==> src/rtl/llink_st_cfg.svh <==
// Width and lane position macros for the stream transmit link, included by the package and RTL
`ifndef LLINK_ST_CFG_SVH
`define LLINK_ST_CFG_SVH

// User stream widths
`define LLST_DATA_W 64
`define LLST_KEEP_W 8

// Packed word: tdata, tkeep, tlast, tvalid
`define LLST_WORD_W 74

// One PHY lane beat
`define LLST_PHY_W 80

// Reserved lane positions
// Strobe, same in both modes
`define LLST_STB_BIT 1
// Marker, both modes
`define LLST_MRK_BIT_HI 79
// Extra marker copy, Gen1 only
`define LLST_MRK_BIT_LO 39

`endif

==> src/rtl/llink_st_pkg.sv <==
// Shared types of the stream transmit link; compile first, modules reference it by name
`include "llink_st_cfg.svh"

package llink_st_pkg;

  //////////////////////////////////////////////////
  // Stream word
  //////////////////////////////////////////////////

  // Packed user beat as carried on the lane
  // tdata sits at bit 0, tvalid at the top
  typedef struct packed {
    logic                    tvalid;
    // End of packet
    logic                    tlast;
    // One bit per data byte
    logic [`LLST_KEEP_W-1:0] tkeep;
    // Payload, unkept bytes already zeroed
    logic [`LLST_DATA_W-1:0] tdata;
  } st_word_t;

  //////////////////////////////////////////////////
  // Bring-up status
  //////////////////////////////////////////////////

  // Outputs of the bring-up block
  typedef struct packed {
    // Local side ready to send data
    logic tx_online_delay;
    // Far side seen online, beats may be accepted
    logic rx_online_delay;
    // Strobe bit for the lane
    logic stb;
    // Marker bit for the lane
    logic mrk;
  } link_sync_t;

endpackage

==> src/rtl/ll_auto_sync.sv <==
// Link bring-up: delays the online flags and drives the lane strobe and marker during alignment
module ll_auto_sync (
  input  logic                     clk_wr,
  input  logic                     rst_n,
  input  logic                     tx_online,
  input  logic                     rx_online,
  input  logic                     tx_stb_userbit,
  input  logic                     tx_mrk_userbit,
  input  logic [15:0]              delay_x_value,
  input  logic [15:0]              delay_y_value,
  input  logic [15:0]              delay_z_value,
  output llink_st_pkg::link_sync_t sync
);

  logic [15:0] tx_cnt;
  logic [15:0] rx_cnt;
  logic [15:0] stb_cnt;
  logic        tx_dly_q;
  logic        rx_dly_q;
  logic        stb_q;
  logic        mrk_q;
  logic        rx_qual;
  logic        tx_hit;
  logic        rx_hit;
  logic        stb_hit;

  // Far side only counts once the local side is up
  assign rx_qual = rx_online & tx_dly_q;

  // Target reached on this edge; 17 bits so a full count cannot wrap
  assign tx_hit  = ({1'b0, tx_cnt} + 17'd1) >= {1'b0, delay_x_value};
  assign rx_hit  = ({1'b0, rx_cnt} + 17'd1) >= {1'b0, delay_y_value};
  // Zero period disables the strobe
  assign stb_hit = (delay_z_value != 16'd0) &&
                   (({1'b0, stb_cnt} + 17'd1) == {1'b0, delay_z_value});

  //////////////////////////////////////////////////
  // Online delays
  //////////////////////////////////////////////////

  // tx side: count cycles with tx_online held high
  always_ff @(posedge clk_wr or negedge rst_n) begin
    if (!rst_n) begin
      tx_cnt   <= 16'd0;
      tx_dly_q <= 1'b0;
    end else if (!tx_online) begin
      tx_cnt   <= 16'd0;
      tx_dly_q <= 1'b0;
    end else if (!tx_dly_q) begin
      if (tx_hit) tx_dly_q <= 1'b1;
      else        tx_cnt   <= tx_cnt + 16'd1;
    end
  end

  // rx side, same scheme on the qualified flag
  always_ff @(posedge clk_wr or negedge rst_n) begin
    if (!rst_n) begin
      rx_cnt   <= 16'd0;
      rx_dly_q <= 1'b0;
    end else if (!rx_qual) begin
      rx_cnt   <= 16'd0;
      rx_dly_q <= 1'b0;
    end else if (!rx_dly_q) begin
      if (rx_hit) rx_dly_q <= 1'b1;
      else        rx_cnt   <= rx_cnt + 16'd1;
    end
  end

  //////////////////////////////////////////////////
  // Strobe and marker
  //////////////////////////////////////////////////

  always_ff @(posedge clk_wr or negedge rst_n) begin
    if (!rst_n) begin
      stb_cnt <= 16'd0;
      stb_q   <= 1'b0;
      mrk_q   <= 1'b0;
    end else if (!tx_online) begin
      stb_cnt <= 16'd0;
      stb_q   <= 1'b0;
      mrk_q   <= 1'b0;
    end else if (tx_dly_q) begin
      // Link up, user bits pass through
      stb_q <= tx_stb_userbit;
      mrk_q <= tx_mrk_userbit;
    end else begin
      // Alignment: periodic strobe, no marker
      mrk_q <= 1'b0;
      if (stb_hit) begin
        stb_cnt <= 16'd0;
        stb_q   <= 1'b1;
      end else begin
        stb_cnt <= stb_cnt + 16'd1;
        stb_q   <= 1'b0;
      end
    end
  end

  assign sync = '{tx_online_delay: tx_dly_q, rx_online_delay: rx_dly_q,
                  stb: stb_q, mrk: mrk_q};

endmodule

==> src/rtl/phy_lane_map.sv <==
// Lane mapper: spreads the stream word around the strobe and marker bits, registers the PHY beat
`include "llink_st_cfg.svh"

module phy_lane_map (
  input  logic                     clk_wr,
  input  logic                     rst_n,
  input  logic                     m_gen2_mode,
  input  llink_st_pkg::link_sync_t sync,
  input  llink_st_pkg::st_word_t   word,
  output logic [`LLST_PHY_W-1:0]   tx_phy0
);

  logic [`LLST_WORD_W-1:0] word_bits;
  logic [`LLST_PHY_W-1:0]  beat_d;

  // Data blanked until the local side is online
  assign word_bits = sync.tx_online_delay ? word : '0;

  //////////////////////////////////////////////////
  // Beat layout
  //////////////////////////////////////////////////

  // Gen2 reserves 1 and 79
  // Gen1 also reserves 39 for a second marker copy
  // Word bits fill the rest from bit 0 up
  always_comb begin
    int unsigned idx;
    logic        rsvd;

    beat_d = '0;
    idx    = 0;
    for (int p = 0; p < `LLST_PHY_W; p++) begin
      rsvd = (p == `LLST_STB_BIT) || (p == `LLST_MRK_BIT_HI) ||
             (!m_gen2_mode && (p == `LLST_MRK_BIT_LO));
      // Positions past the last word bit stay 0
      if (!rsvd && (idx < `LLST_WORD_W)) begin
        beat_d[p] = word_bits[idx];
        idx       = idx + 1;
      end
    end

    // Sync bits go out even while offline
    beat_d[`LLST_STB_BIT]    = sync.stb;
    beat_d[`LLST_MRK_BIT_HI] = sync.mrk;
    if (!m_gen2_mode) begin
      beat_d[`LLST_MRK_BIT_LO] = sync.mrk;
    end
  end

  //////////////////////////////////////////////////
  // Output register
  //////////////////////////////////////////////////

  // One cycle to the lane
  always_ff @(posedge clk_wr or negedge rst_n) begin
    if (!rst_n) begin
      tx_phy0 <= '0;
    end else begin
      tx_phy0 <= beat_d;
    end
  end

endmodule

==> src/rtl/st_nordy_master_top.sv <==
// Top of the stream transmit link: bring-up, packing and lane mapping onto one 80-bit lane
`include "llink_st_cfg.svh"

module st_nordy_master_top (
  input  logic                    clk_wr,
  input  logic                    rst_n,

  // Link control
  input  logic                    tx_online,
  input  logic                    rx_online,
  input  logic                    m_gen2_mode,
  input  logic                    tx_stb_userbit,
  input  logic                    tx_mrk_userbit,

  // Bring-up delays and strobe period
  input  logic [15:0]             delay_x_value,
  input  logic [15:0]             delay_y_value,
  input  logic [15:0]             delay_z_value,

  // User stream, no ready
  input  logic [`LLST_KEEP_W-1:0] user_tkeep,
  input  logic [`LLST_DATA_W-1:0] user_tdata,
  input  logic                    user_tlast,
  input  logic                    user_tvalid,

  // PHY lane and debug
  output logic [`LLST_PHY_W-1:0]  tx_phy0,
  output logic [31:0]             tx_st_debug_status
);
  import llink_st_pkg::*;

  link_sync_t  sync;
  st_word_t    word;
  logic [15:0] beat_count;

  //////////////////////////////////////////////////
  // Bring-up
  //////////////////////////////////////////////////

  ll_auto_sync ll_auto_sync_i (
    .clk_wr         (clk_wr),
    .rst_n          (rst_n),
    .tx_online      (tx_online),
    .rx_online      (rx_online),
    .tx_stb_userbit (tx_stb_userbit),
    .tx_mrk_userbit (tx_mrk_userbit),
    .delay_x_value  (delay_x_value),
    .delay_y_value  (delay_y_value),
    .delay_z_value  (delay_z_value),
    .sync           (sync)
  );

  //////////////////////////////////////////////////
  // User packing
  //////////////////////////////////////////////////

  st_user_pack st_user_pack_i (
    .clk_wr      (clk_wr),
    .rst_n       (rst_n),
    .user_tvalid (user_tvalid),
    .user_tlast  (user_tlast),
    .user_tkeep  (user_tkeep),
    .user_tdata  (user_tdata),
    .sync        (sync),
    .word        (word),
    .beat_count  (beat_count)
  );

  //////////////////////////////////////////////////
  // Lane mapping
  //////////////////////////////////////////////////

  phy_lane_map phy_lane_map_i (
    .clk_wr      (clk_wr),
    .rst_n       (rst_n),
    .m_gen2_mode (m_gen2_mode),
    .sync        (sync),
    .word        (word),
    .tx_phy0     (tx_phy0)
  );

  // Debug word: online flags at 19:18, beat count at 15:0
  assign tx_st_debug_status = {12'h000, sync.tx_online_delay, sync.rx_online_delay,
                               2'b00, beat_count};

endmodule

==> src/rtl/st_user_pack.sv <==
// Packs the user stream into the lane word and counts beats actually sent
`include "llink_st_cfg.svh"

module st_user_pack (
  input  logic                      clk_wr,
  input  logic                      rst_n,
  input  logic                      user_tvalid,
  input  logic                      user_tlast,
  input  logic [`LLST_KEEP_W-1:0]   user_tkeep,
  input  logic [`LLST_DATA_W-1:0]   user_tdata,
  input  llink_st_pkg::link_sync_t  sync,
  output llink_st_pkg::st_word_t    word,
  output logic [15:0]               beat_count
);

  logic [`LLST_DATA_W-1:0] data_masked;
  logic                    word_valid;

  // Zero each byte whose keep bit is clear
  always_comb begin
    for (int b = 0; b < `LLST_KEEP_W; b++) begin
      data_masked[8*b +: 8] = user_tkeep[b] ? user_tdata[8*b +: 8] : 8'h00;
    end
  end

  // Beats offered before the far side is online are dropped
  assign word_valid = user_tvalid & sync.rx_online_delay;

  assign word = '{tvalid: word_valid, tlast: user_tlast,
                  tkeep: user_tkeep, tdata: data_masked};

  // Debug count of sent beats, free-running wrap
  always_ff @(posedge clk_wr or negedge rst_n) begin
    if (!rst_n) begin
      beat_count <= 16'd0;
    end else if (word_valid) begin
      beat_count <= beat_count + 16'd1;
    end
  end

endmodule

==> config.mk <==
export PLATFORM = sky130hd
export DESIGN_NAME = st_nordy_master_top
export DESIGN_NICKNAME = d
export VERILOG_FILES = /design/src/rtl/llink_st_pkg.sv /design/src/rtl/ll_auto_sync.sv /design/src/rtl/phy_lane_map.sv /design/src/rtl/st_nordy_master_top.sv /design/src/rtl/st_user_pack.sv
export VERILOG_INCLUDE_DIRS = /design/src /design/src/rtl
export SDC_FILE = /design/constraint.sdc
export NUM_CORES = 1
export LEC_CHECK = 0
export BUFFER_PORTS_ARGS = -buffer_cell sky130_fd_sc_hd__clkbuf_2
export CORE_ASPECT_RATIO = 0.8
export CORE_MARGIN = 5
export CORE_UTILIZATION = 46
export CTS_BUF_LIST = sky130_fd_sc_hd__clkbuf_8
export CTS_CLUSTER_SIZE = 8
export DETAILED_ROUTE_END_ITERATION = 10
export GPL_TIMING_DRIVEN = 0
export PLACE_DENSITY_LB_ADDON = 0.08
export SYNTH_ARGS = -nofsm -noshare
export SYNTH_HDL_FRONTEND = slang
export SYNTH_SLANG_ARGS = --single-unit
==> constraint.sdc <==
create_clock -name clk_wr -period 6.5 [get_ports clk_wr]
set_clock_uncertainty 0.1 [all_clocks]
set_input_delay 0.65 -clock clk_wr [delete_from_list [all_inputs] [get_ports clk_wr]]
set_output_delay 0.65 -clock clk_wr [all_outputs]
set_load 0.05 [all_outputs]
Yosys cells after proc, flatten, opt, wreduce, memory -nomap -nowiden --
Index checks and enable logic that the tools add are counted.
Operators by class: add/subtract/negate cells 45, magnitude comparators 80, eq/ne operators 5, multiplexer cells 186, bitwise operators 2, reductions and logical operators 4
Operators by type and width (number):
- < comparator 32 x 7 -> 1 bit, second input constant | 39
- < comparator 32 x 8 -> 1 bit, second input constant | 39
- adder 32 x 1 -> 32 bit, second input constant | 38
- two-way mux 32 bit | 38
- binary-select mux 1 bit (select 7 bit) | 39
- two-way mux 16 bit | 9
- two-way mux 1 bit | 91
- two-way mux 74 bit | 1
- adder 16 x 1 -> 16 bit, second input constant | 4
- two-way mux 8 bit | 8
- adder 16 x 1 -> 17 bit, second input constant | 3
- greater-or-equal comparator 17 x 16 -> 1 bit | 2
- == test 17 x 16 -> 1 bit | 1
- nonzero test 16 bit | 1
- != test 2 bit, second input constant | 4
- AND reduction 2 bit | 2
- bitwise AND 1 bit | 2
- logical AND 1 bit | 1
Word-level totals: flip-flop bits (word level) 148, input port bits 129, output and inout bits 112, word-level logic and storage cells 331

Logic depth before layout (Yosys ltp) --
Gate-level depths: netlist of run 1.
word-level depth 80, gate-level depth with buffers 15, gate-level depth less buffers 13

By module --
A second synthesis of run 1 with hierarchy kept.
Second synthesis, totals: cells, all modules 901, area, all modules 8856.0 µm²
Modules (own cells, without submodules):
- ll_auto_sync | times used 1, cells each 548, area each 4685.7 µm², seq. area each 1301.2 µm²
- phy_lane_map | times used 1, cells each 205, area each 2877.8 µm², seq. area each 1926.8 µm²
- st_user_pack | times used 1, cells each 133, area each 1183.6 µm², seq. area each 400.4 µm²
- st_nordy_master_top | times used 1, cells each 15, area each 108.9 µm², seq. area each 0.0 µm²

Worst setup path before layout of run 1 --
No wires, ideal clock.
kind reg-to-reg, from reg ll_auto_sync_i.rx_cnt[0], to reg ll_auto_sync_i.rx_cnt[14], setup time 0.078 ns, arrival 3.440 ns, data required time 6.322 ns, setup slack 2.882 ns, stages on the path, launching flop included 14, path buffers 1, clock period less this slack 3.618 ns, cells stage by stage dfrtp_1 ha_1 nand3_1 or4_1 nor3_2 xor2_1 ha_1 a21o_1 a211o_1 a31oi_1 o211ai_2 buf_2 or3_1 a21oi_1
On the way: longest elaborated chain between the ends 4, elaborated cells between the ends (all ways) 8, those cells by class add/sub (2); order compare (1); eq/ne (1); mux (3); reduce/logical (1)
Ends and longest elaborated chain:
- start, declared | RTL line ll_auto_sync.sv:16 | logic [15:0] rx_cnt;
- start signal, assigned | RTL line ll_auto_sync.sv:65 | else rx_cnt <= rx_cnt + 16'd1;
- adder 16 x 1 -> 17 bit / adder 16 x 1 -> 16 bit (equally long branches) | RTL line ll_auto_sync.sv:32, ll_auto_sync.sv:65
- greater-or-equal comparator 17 x 16 -> 1 bit / two-way mux 16 bit (equally long branches) | RTL line ll_auto_sync.sv:32, ll_auto_sync.sv:64
- != test 2 bit (no source line) / two-way mux 16 bit (equally long branches)
- AND reduction 2 bit (no source line) / two-way mux 16 bit (equally long branches)
Parallel ways exist; a longest one is shown, timed or not. The select of a mux whose other input is x is not followed. A chain may end at the register's enable or synchronous reset.

Final worst setup path of run 1 --
from reg ll_auto_sync_i.tx_cnt[0], to reg ll_auto_sync_i.tx_cnt[13]
On the way: longest elaborated chain between the ends 4, elaborated cells between the ends (all ways) 8, those cells by class add/sub (2); order compare (1); eq/ne (1); mux (3); reduce/logical (1)
Ends and longest elaborated chain:
- start, declared | RTL line ll_auto_sync.sv:15 | logic [15:0] tx_cnt;
- start signal, assigned | RTL line ll_auto_sync.sv:51 | else tx_cnt <= tx_cnt + 16'd1;
- adder 16 x 1 -> 17 bit / adder 16 x 1 -> 16 bit (equally long branches) | RTL line ll_auto_sync.sv:31, ll_auto_sync.sv:51
- greater-or-equal comparator 17 x 16 -> 1 bit / two-way mux 16 bit (equally long branches) | RTL line ll_auto_sync.sv:31, ll_auto_sync.sv:50
- != test 2 bit (no source line) / two-way mux 16 bit (equally long branches)
- AND reduction 2 bit (no source line) / two-way mux 16 bit (equally long branches)
Parallel ways exist; a longest one is shown, timed or not. The select of a mux whose other input is x is not followed.

==> metrics, run 1 <==
via count=6764; Worst Hold Class=input pin to async pin; maximum net fanout on the critical path=10; total gr overflow=0; drt first-iter violations=344; Tmin final=4.233 ns; P&R area growth vs syn=23.69%; CP arrival=4.52 ns; nature of the critical path endpoint=register; critical path type=register to register; share of layout cells above drive strength 1=0.2833; Yosys top cell area share=0.4514; io pins=241; CP Launch Type=register; Post-synth ARST share=1.000; Power Dens Cells=183.9 nW/um^2; number of flops mapped to enable cells by yosys=0; Achievable Freq=236.2 MHz; crit share post-route=0.6512; first-pass GRT wire length=33.88 mm; Main synth FF type=dfrtp_1; Sum Neg Setup Slack=0 ns; Slew HR=0.5007; Final Hold Fails=0; Vias/cell=5.155; Fillers=1598; Mean Syn Cell Area=9.862 sq um; GRT Util Overall=0.2112; max-cap violation count=0; Post-CTS Hold Buffers=0; standard-cell row count=43; CTS-repair resized insts=0; vias in the first global route=6661; Post-Syn Instances=815; ranking of synthesized cells by area=dfrtp_1 45%, ha_1 5.6%, xnor2_1 4.2%; Mapped Area=8038 sq um; ant diodes=0; LEAKAGE=5.376 nW; CTS Buf Count=17; postcts setup bufs=0; RePlAce Congestion=0.8613; status=finished clean; Yosys reg bits=145; cell breakdown of the critical path=nand3_1 -> nor4_1 -> nand3_1 -> nor2_1 -> xor2_1 -> ha_1 -> nand2_1 -> or3_1 -> a31oi_1 -> a2111oi_0 -> o21ai_1 -> buf_2 -> buf_2 -> nor4_1 -> o21a_1; Port Buffers=223; Multi-input gate area=3984 sq um; Routed WL=21.19 mm; Vert. Die Dim=128.2 um; initial core utilization=0.4654; RSZ-0062 raised after global routing=no; DP HPWL=16.37 mm; worst-skew pair later-pin latency=0.45 ns; drt first pass iters=6; synthesis warning total=0; worst stage delay on the critical path=0.61 ns; final setup violation count=0; post-synthesis sequential area ratio=0.4514; CTS HTree Levels=4; DR DRC count=0; worst vdd ir=0.0001081 V; CP max-delay cell=a2111oi_0; antenna violation net count after detailed routing=0; clk buf depth=2; Tightest Pin Transition=0.7489 ns; full die area=20230 sq um; Worst-path clk slew=0.09 ns; Yosys cell types=69; total power=1.828 mW; clk sink count=145; area occupied by registers=3628 sq um; initial antenna violation count=0; pin count of the biggest net entering global routing=102; CTS root buffer=clkbuf_8; WL/cell=16.15 um; core area=17270 sq um; Slew Limit Fails=0; CTS tree=done; Die W=157.8 um; post-synth top area cell=dfrtp_1; WP data required=6.78 ns; Nets=1239
[cells in the mapped netlist, drive strengths merged (25+ instances only)]
master	instances
xor2	28
nand3	38
a21oi	25
dfrtp	145
mux2i	30
o21ai	38
xnor2	39
and3	49
inv	41
ha	36
buf	32
nor2	44
nand2	62
[flip-flops by register name, indices dropped and copies added (netlist names)]
signal and count:
phy_lane_map_i.tx_phy0 77, ll_auto_sync_i.rx_cnt 16, ll_auto_sync_i.stb_cnt 16, ll_auto_sync_i.tx_cnt 16, st_user_pack_i.beat_count 16, ll_auto_sync_i.mrk_q 1
ll_auto_sync_i.rx_dly_q 1, ll_auto_sync_i.stb_q 1, ll_auto_sync_i.tx_dly_q 1
[cell usage in the layout (no fill, tap or decap), types with 20 or more instances in the layout]
cell / n
nand3_1: 38
inv_1: 42
xnor2_1: 39
clkbuf_2: 222
clkbuf_1: 21
clkbuf_8: 20
nor2_1: 43
xor2_1: 27
and3_1: 49
buf_4: 20
a21oi_1: 25
ha_1: 36
mux2i_1: 30
dfrtp_1: 145
nand2_1: 62
o21ai_1: 20
[critical path: cells and delay by family (launching register included)]
kind	cells	cell delay (ns)
fa+ha+maj	1	0.26
compound gates	4	1.02
xor+xnor	1	0.20
buf+inv	2	0.45
simple gates	7	1.68
flops	1	0.47
[per-stage QoR]
step	util	cell area [sq um]	hold slack, ns	setup slack [ns]	cells
after floorplan	-	8098	0.2312	2.882	831
after global placement	0.5498	9495	0.2328	2.074	1279
after detailed placement	0.5519	9532	0.2358	2.303	1280
after CTS	0.5757	9942	0.006767	2.281	1312
after global routing	0.5757	9942	0.007030	1.894	1312
final	0.5757	9942	0.01062	2.267	1312
[where the power goes]
| part | total [mW] | internal [mW] | switching, mW |
|---|---|---|---|
| clock network | 0.745 | 0.369 | 0.377 |
| logic | 0.173 | 0.0695 | 0.103 |
| registers | 0.910 | 0.904 | 0.00546 |
[worst paths after layout]
| check | from | to | slack, ns | cells after the start |
|---|---|---|---|---|
| setup / recovery | ll_auto_sync_i.tx_cnt[0] | ll_auto_sync_i.tx_cnt[13] | 2.27 | 15 |
| hold / removal | rst_n | ll_auto_sync_i.stb_cnt[3] | 0.01 | 1 |
| setup reg to reg | ll_auto_sync_i.tx_cnt[0] | ll_auto_sync_i.tx_cnt[13] | 2.27 | 15 |
| hold reg to reg | ll_auto_sync_i.stb_q | phy_lane_map_i.tx_phy0[1] | 0.24 | 0 |
| max in group asynchronous | rst_n | ll_auto_sync_i.rx_cnt[6] | 5.43 | 2 |
| min in group clk_wr | ll_auto_sync_i.stb_q | phy_lane_map_i.tx_phy0[1] | 0.24 | 0 |
[metal layers]
layer	track usage	vias to the layer above	wire length (um)
met2	0.3444	191	9903
li1	-	3341	-
met4	0.05260	0	270
met1	0.2874	3213	9660
met5	0	-	0
met3	0.04590	19	1353
[logic make-up after synthesis]
family / after synthesis / share of synthesized area
and+or+nand+nor: 308 / 0.2089
DFF: 145 / 0.4514
AOI/OAI and AO/OA: 133 / 0.1101
buffers and inverters: 94 / 0.06040
xor gates and xnor gates: 67 / 0.07394
adders and majority gates: 36 / 0.05604
muxes: 31 / 0.03876
other: 1 / 0.0004666
[cell type report]
class,count,area share
multi-input combinational,592,0.4007
sequential,145,0.3650
timing repair buffer,224,0.1159
buffer,53,0.03335
tap,225,0.02832
clock buffer,19,0.02630
inverter,41,0.01548
clock inverter,13,0.01498
No activity file was read; power rests on OpenSTA's default activity.
==> run 2, diff against run 1 <==
--- a/config.mk
+++ b/config.mk
@@ -6,6 +6,7 @@
 export SDC_FILE = /design/constraint.sdc
 export NUM_CORES = 1
 export LEC_CHECK = 0
+export ABC_AREA = 1
 export BUFFER_PORTS_ARGS = -buffer_cell sky130_fd_sc_hd__clkbuf_2
 export CORE_ASPECT_RATIO = 0.8
 export CORE_MARGIN = 5
==> constraint.sdc (replaced) <==
create_clock -name clk_wr -period 3.8 [get_ports clk_wr]
set_clock_uncertainty 0.1 [all_clocks]
set_input_delay 0.38 -clock clk_wr [delete_from_list [all_inputs] [get_ports clk_wr]]
set_output_delay 0.38 -clock clk_wr [all_outputs]
set_load 0.05 [all_outputs]
==> run 2 against run 1 <==
  * Critical path depth is 1 higher
  * Synthesized cell count increased by 25%
  * First-iteration DRC count rose by 16%
  * Worst setup slack lost 1.9 ns
  * Final cell count up 18%
  * Utilization is 2.1 points higher
  * Area after synthesis is essentially flat
  * Clock-buffer cell count shrank 1
  * Critical endpoint is now ll_auto_sync_i.rx_cnt[11]
  * Largest cell class is now registers
==> metrics, run 2 <==
Power Dens Cells=302.0 nW/um^2 (was 183.9 nW/um^2); final std cells w/o fill=1547 (was 1312); Mapped Area=8034 sq um (was 8038 sq um); post-synthesis sequential area ratio=0.4516 (was 0.4514); status=finished clean (unchanged); Slew Limit Fails=0 (unchanged); Port Buffers=222 (was 223); post-synth top area cell=dfrtp_1 (unchanged); Achievable Freq=292.9 MHz (was 236.2 MHz); core area=17270 sq um (unchanged); synthesis warning total=0 (unchanged); Tmin final=3.414 ns (was 4.233 ns); Reg2Reg Launch Point=ll_auto_sync_i.rx_cnt[0] (was ll_auto_sync_i.tx_cnt[0]); ranking of synthesized cells by area=dfrtp_1 45%, nand2_1 11%, inv_1 7.8% (was dfrtp_1 45%, ha_1 5.6%, xnor2_1 4.2%); standard-cell row count=43 (unchanged); dpl cells=1479 (was 1280); Sequential Power Share=0.499 (was 0.498); Vias/cell=4.725 (was 5.155); antenna violation net count after detailed routing=0 (unchanged); clock power share=0.405 (was 0.408); nature of the critical path endpoint=register (unchanged); WP data required=4.09 ns (was 6.78 ns); ant diodes=0 (unchanged); worst-skew pair later-pin latency=0.46 ns (was 0.45 ns); post-route setup slack=0.3859 ns (was 2.267 ns); max FFs per register=77 (unchanged); Yosys cell types=41 (was 69); Psw=871.3 uW (was 485.5 uW); Main synth FF type=dfrtp_1 (unchanged); commonest non-fill, non-tap cell in the layout=nand2_1 (was clkbuf_2); drt first pass iters=4 (was 6); CP arrival=3.71 ns (was 4.52 ns); Top reg by flops=phy_lane_map_i.tx_phy0 (unchanged); vias in the first global route=7157 (was 6661); Vert. Die Dim=128.2 um (about the same); io pins=241 (unchanged); maximum net fanout on the critical path=10 (unchanged); crit share post-route=0.8985 (was 0.6512); share of layout cells above drive strength 1=0.2428 (was 0.2833); Slew HR=0.5761 (was 0.5007); Mean Syn Cell Area=7.915 sq um (was 9.862 sq um); clk buf depth=2 (unchanged); via count=7309 (was 6764); Worst Hold Class=input pin to register (was input pin to async pin); Post-Syn Instances=1015 (was 815); dpl ws=0.08705 ns (was 2.303 ns); initial antenna violation count=0 (unchanged); Post-synth ARST share=1.000 (unchanged); critical path type=register to register (unchanged); Commonest cells post-synth=236 x nand2_1, 167 x inv_1, 145 x dfrtp_1 (was 145 x dfrtp_1, 62 x nand2_1, 49 x and3_1); most frequent cells in the layout=236 x nand2_1, 222 x clkbuf_2, 167 x inv_1, 145 x dfrtp_1, 110 x nor2_1 (was 222 x clkbuf_2, 145 x dfrtp_1, 62 x nand2_1, 49 x and3_1, 43 x nor2_1); clk sink count=145 (unchanged); final setup violation count=0 (unchanged); Logic pwr share=0.096 (was 0.095); drt first-iter violations=400 (was 344); Worst-path clk slew=0.09 ns (about the same); M1 WL=9.919 mm (was 9.660 mm); P_int=2.243 mW (was 1.342 mW); total gr overflow=0 (unchanged); initial core utilization=0.4652 (was 0.4654); switching share of total power=0.2798 (was 0.2656); worst vdd ir=0.0001701 V (was 0.0001081 V); CTS Buf Count=17 (unchanged); Yosys top cell area share=0.4516 (was 0.4514); final instance area=10310 sq um (was 9942 sq um); Hold Crit Start=user_tdata[32]; WL/cell=14.21 um (was 16.15 um); CTS HTree Levels=4 (unchanged); max-cap violation count=0 (unchanged); Yosys reg bits=145 (unchanged); worst setup path start=ll_auto_sync_i.rx_cnt[0] (was ll_auto_sync_i.tx_cnt[0]); DR DRC count=0 (unchanged); top layer in use=met4 (unchanged); RePlAce Congestion=0.8641 (was 0.8613); most frequent cell after synthesis=nand2_1 (was dfrtp_1); full die area=20230 sq um (about the same); LEAKAGE=6.129 nW (was 5.376 nW); met3 routed WL=1.447 mm (was 1.353 mm); placed cell areas=9523 sq um (was 9532 sq um); Nets=1474 (was 1239); DP HPWL=16.84 mm (was 16.37 mm); P&R area growth vs syn=28.36% (was 23.69%); Met2 Wirelength=10.27 mm (was 9.903 mm); CP Launch Type=register (unchanged); GRT Util Overall=0.2200 (was 0.2112); CTS tree=done (unchanged); first-pass GRT wire length=35.34 mm (was 33.88 mm); CTS root buffer=clkbuf_8 (unchanged); Sum Neg Setup Slack=0 ns (unchanged); Routed WL=21.98 mm (was 21.19 mm); Final Hold Fails=0 (unchanged); number of flops mapped to enable cells by yosys=0 (unchanged); pin count of the biggest net entering global routing=96 (was 102); Tightest Pin Transition=0.6359 ns (was 0.7489 ns); Die W=157.8 um (about the same)
[run 2: changes by cell type in the layout (fill, tap and decap cells not counted), sizes merged, moves of 18 or more]
| cell | before | now |
|---|---|---|
| or3 | 19 | 0 |
| nor2 | 44 | 122 |
| nand3 | 38 | 87 |
| and2 | 21 | 1 |
| o22ai | 1 | 26 |
| dlygate4sd3 | 0 | 35 |
| inv | 48 | 179 |
| nand4 | 12 | 30 |
| o21ai | 38 | 13 |
| xnor2 | 39 | 12 |
| nand2 | 62 | 256 |
| and3 | 49 | 0 |
| mux2i | 30 | 0 |
[run 2: repair_timing]
action                                  in CTS  in global routing
endpoints found under the setup margin       0                 18
hold buffers                                35                  0
gates resized for setup                      0                  7
hold endpoints to repair                    84                  0
setup buffers                                0                  1
[run 2: cells by family (layout without fill, tap and decap cells)]
group | Yosys count | count (layout) | synth area share
compound gates | 60 | 60 | 0.04439
xor+xnor | 45 | 45 | 0.05077
fa+ha+maj | 36 | 36 | 0.05607
buf+inv | 210 | 501 | 0.1087
flops | 145 | 145 | 0.4516
other cells | 1 | 17 | 0.0004668
simple gates | 518 | 518 | 0.2880
[run 2: power groups by stage]
stage	Clock [mW]	Sequential (mW)	Combinational [mW]
floorplan	0	1.58	0.141
global placement	0	1.59	0.263
detailed placement	0	1.59	0.271
CTS	1.30	1.55	0.300
global route	1.37	1.56	0.338
finish	1.26	1.55	0.298
[run 2: metrics by stage]
step | power, mW | util | hold WS [ns]
6_report | 3.114 | 0.5971 | 0.03100
5_1_grt | 3.265 | 0.5971 | 0.01810
4_1_cts | 3.151 | 0.5953 | 0.005910
3_5_place_dp | 1.856 | 0.5514 | 0.2410
3_3_place_gp | 1.849 | 0.5493 | 0.2324
2_1_floorplan | 1.725 | - | -0.01559
[run 2: worst max-delay path: stages (launching register included)]
cell,delay (ns)
dfrtp_1,0.41
ha_1,0.20
nand3_1,0.17
nor2_1,0.22
nand2_1,0.12
nor2_1,0.15
nand3_1,0.10
xnor2_1,0.27
ha_1,0.30
nand2_1,0.10
nor4_1,0.06
nand3_1,0.07
nand2_1,0.07
nor2_2,0.31
clkbuf_1,0.43
nand4_1,0.17
nand2_1,0.10
[run 2: path summary, 6_finish.rpt]
| check | to | slack (ns) | cells after the start |
|---|---|---|---|
| worst min-delay path | phy_lane_map_i.tx_phy0[33] | 0.03 | 3 |
| worst max register to register | ll_auto_sync_i.rx_cnt[11] | 0.39 | 16 |
| worst min register to register | phy_lane_map_i.tx_phy0[1] | 0.26 | 0 |
| max in group asynchronous | ll_auto_sync_i.tx_cnt[15] | 2.47 | 3 |
| min in group asynchronous | phy_lane_map_i.tx_phy0[24] | 0.30 | 2 |
| worst max-delay path | ll_auto_sync_i.rx_cnt[11] | 0.39 | 16 |
[run 2: cell type report]
cell class                      count  area, sq um
Fill cell                        1638         6958
Sequential cell                   145         3628
Multi-Input combinational cell    676         3612
Timing Repair Buffer              259         1505
Inverter                          171        641.9
Tap cell                          225        281.5
Clock buffer                       18        247.7
Buffer                             39        235.2
Clock inverter                     14        160.2
[run 2: layer usage]
| metal | global-route usage | vias up |
|---|---|---|
| met5 | 0 | - |
| met4 | 0.05564 | 0 |
| met3 | 0.05164 | 23 |
| met2 | 0.3597 | 202 |
| met1 | 0.2961 | 3334 |
| li1 | - | 3750 |
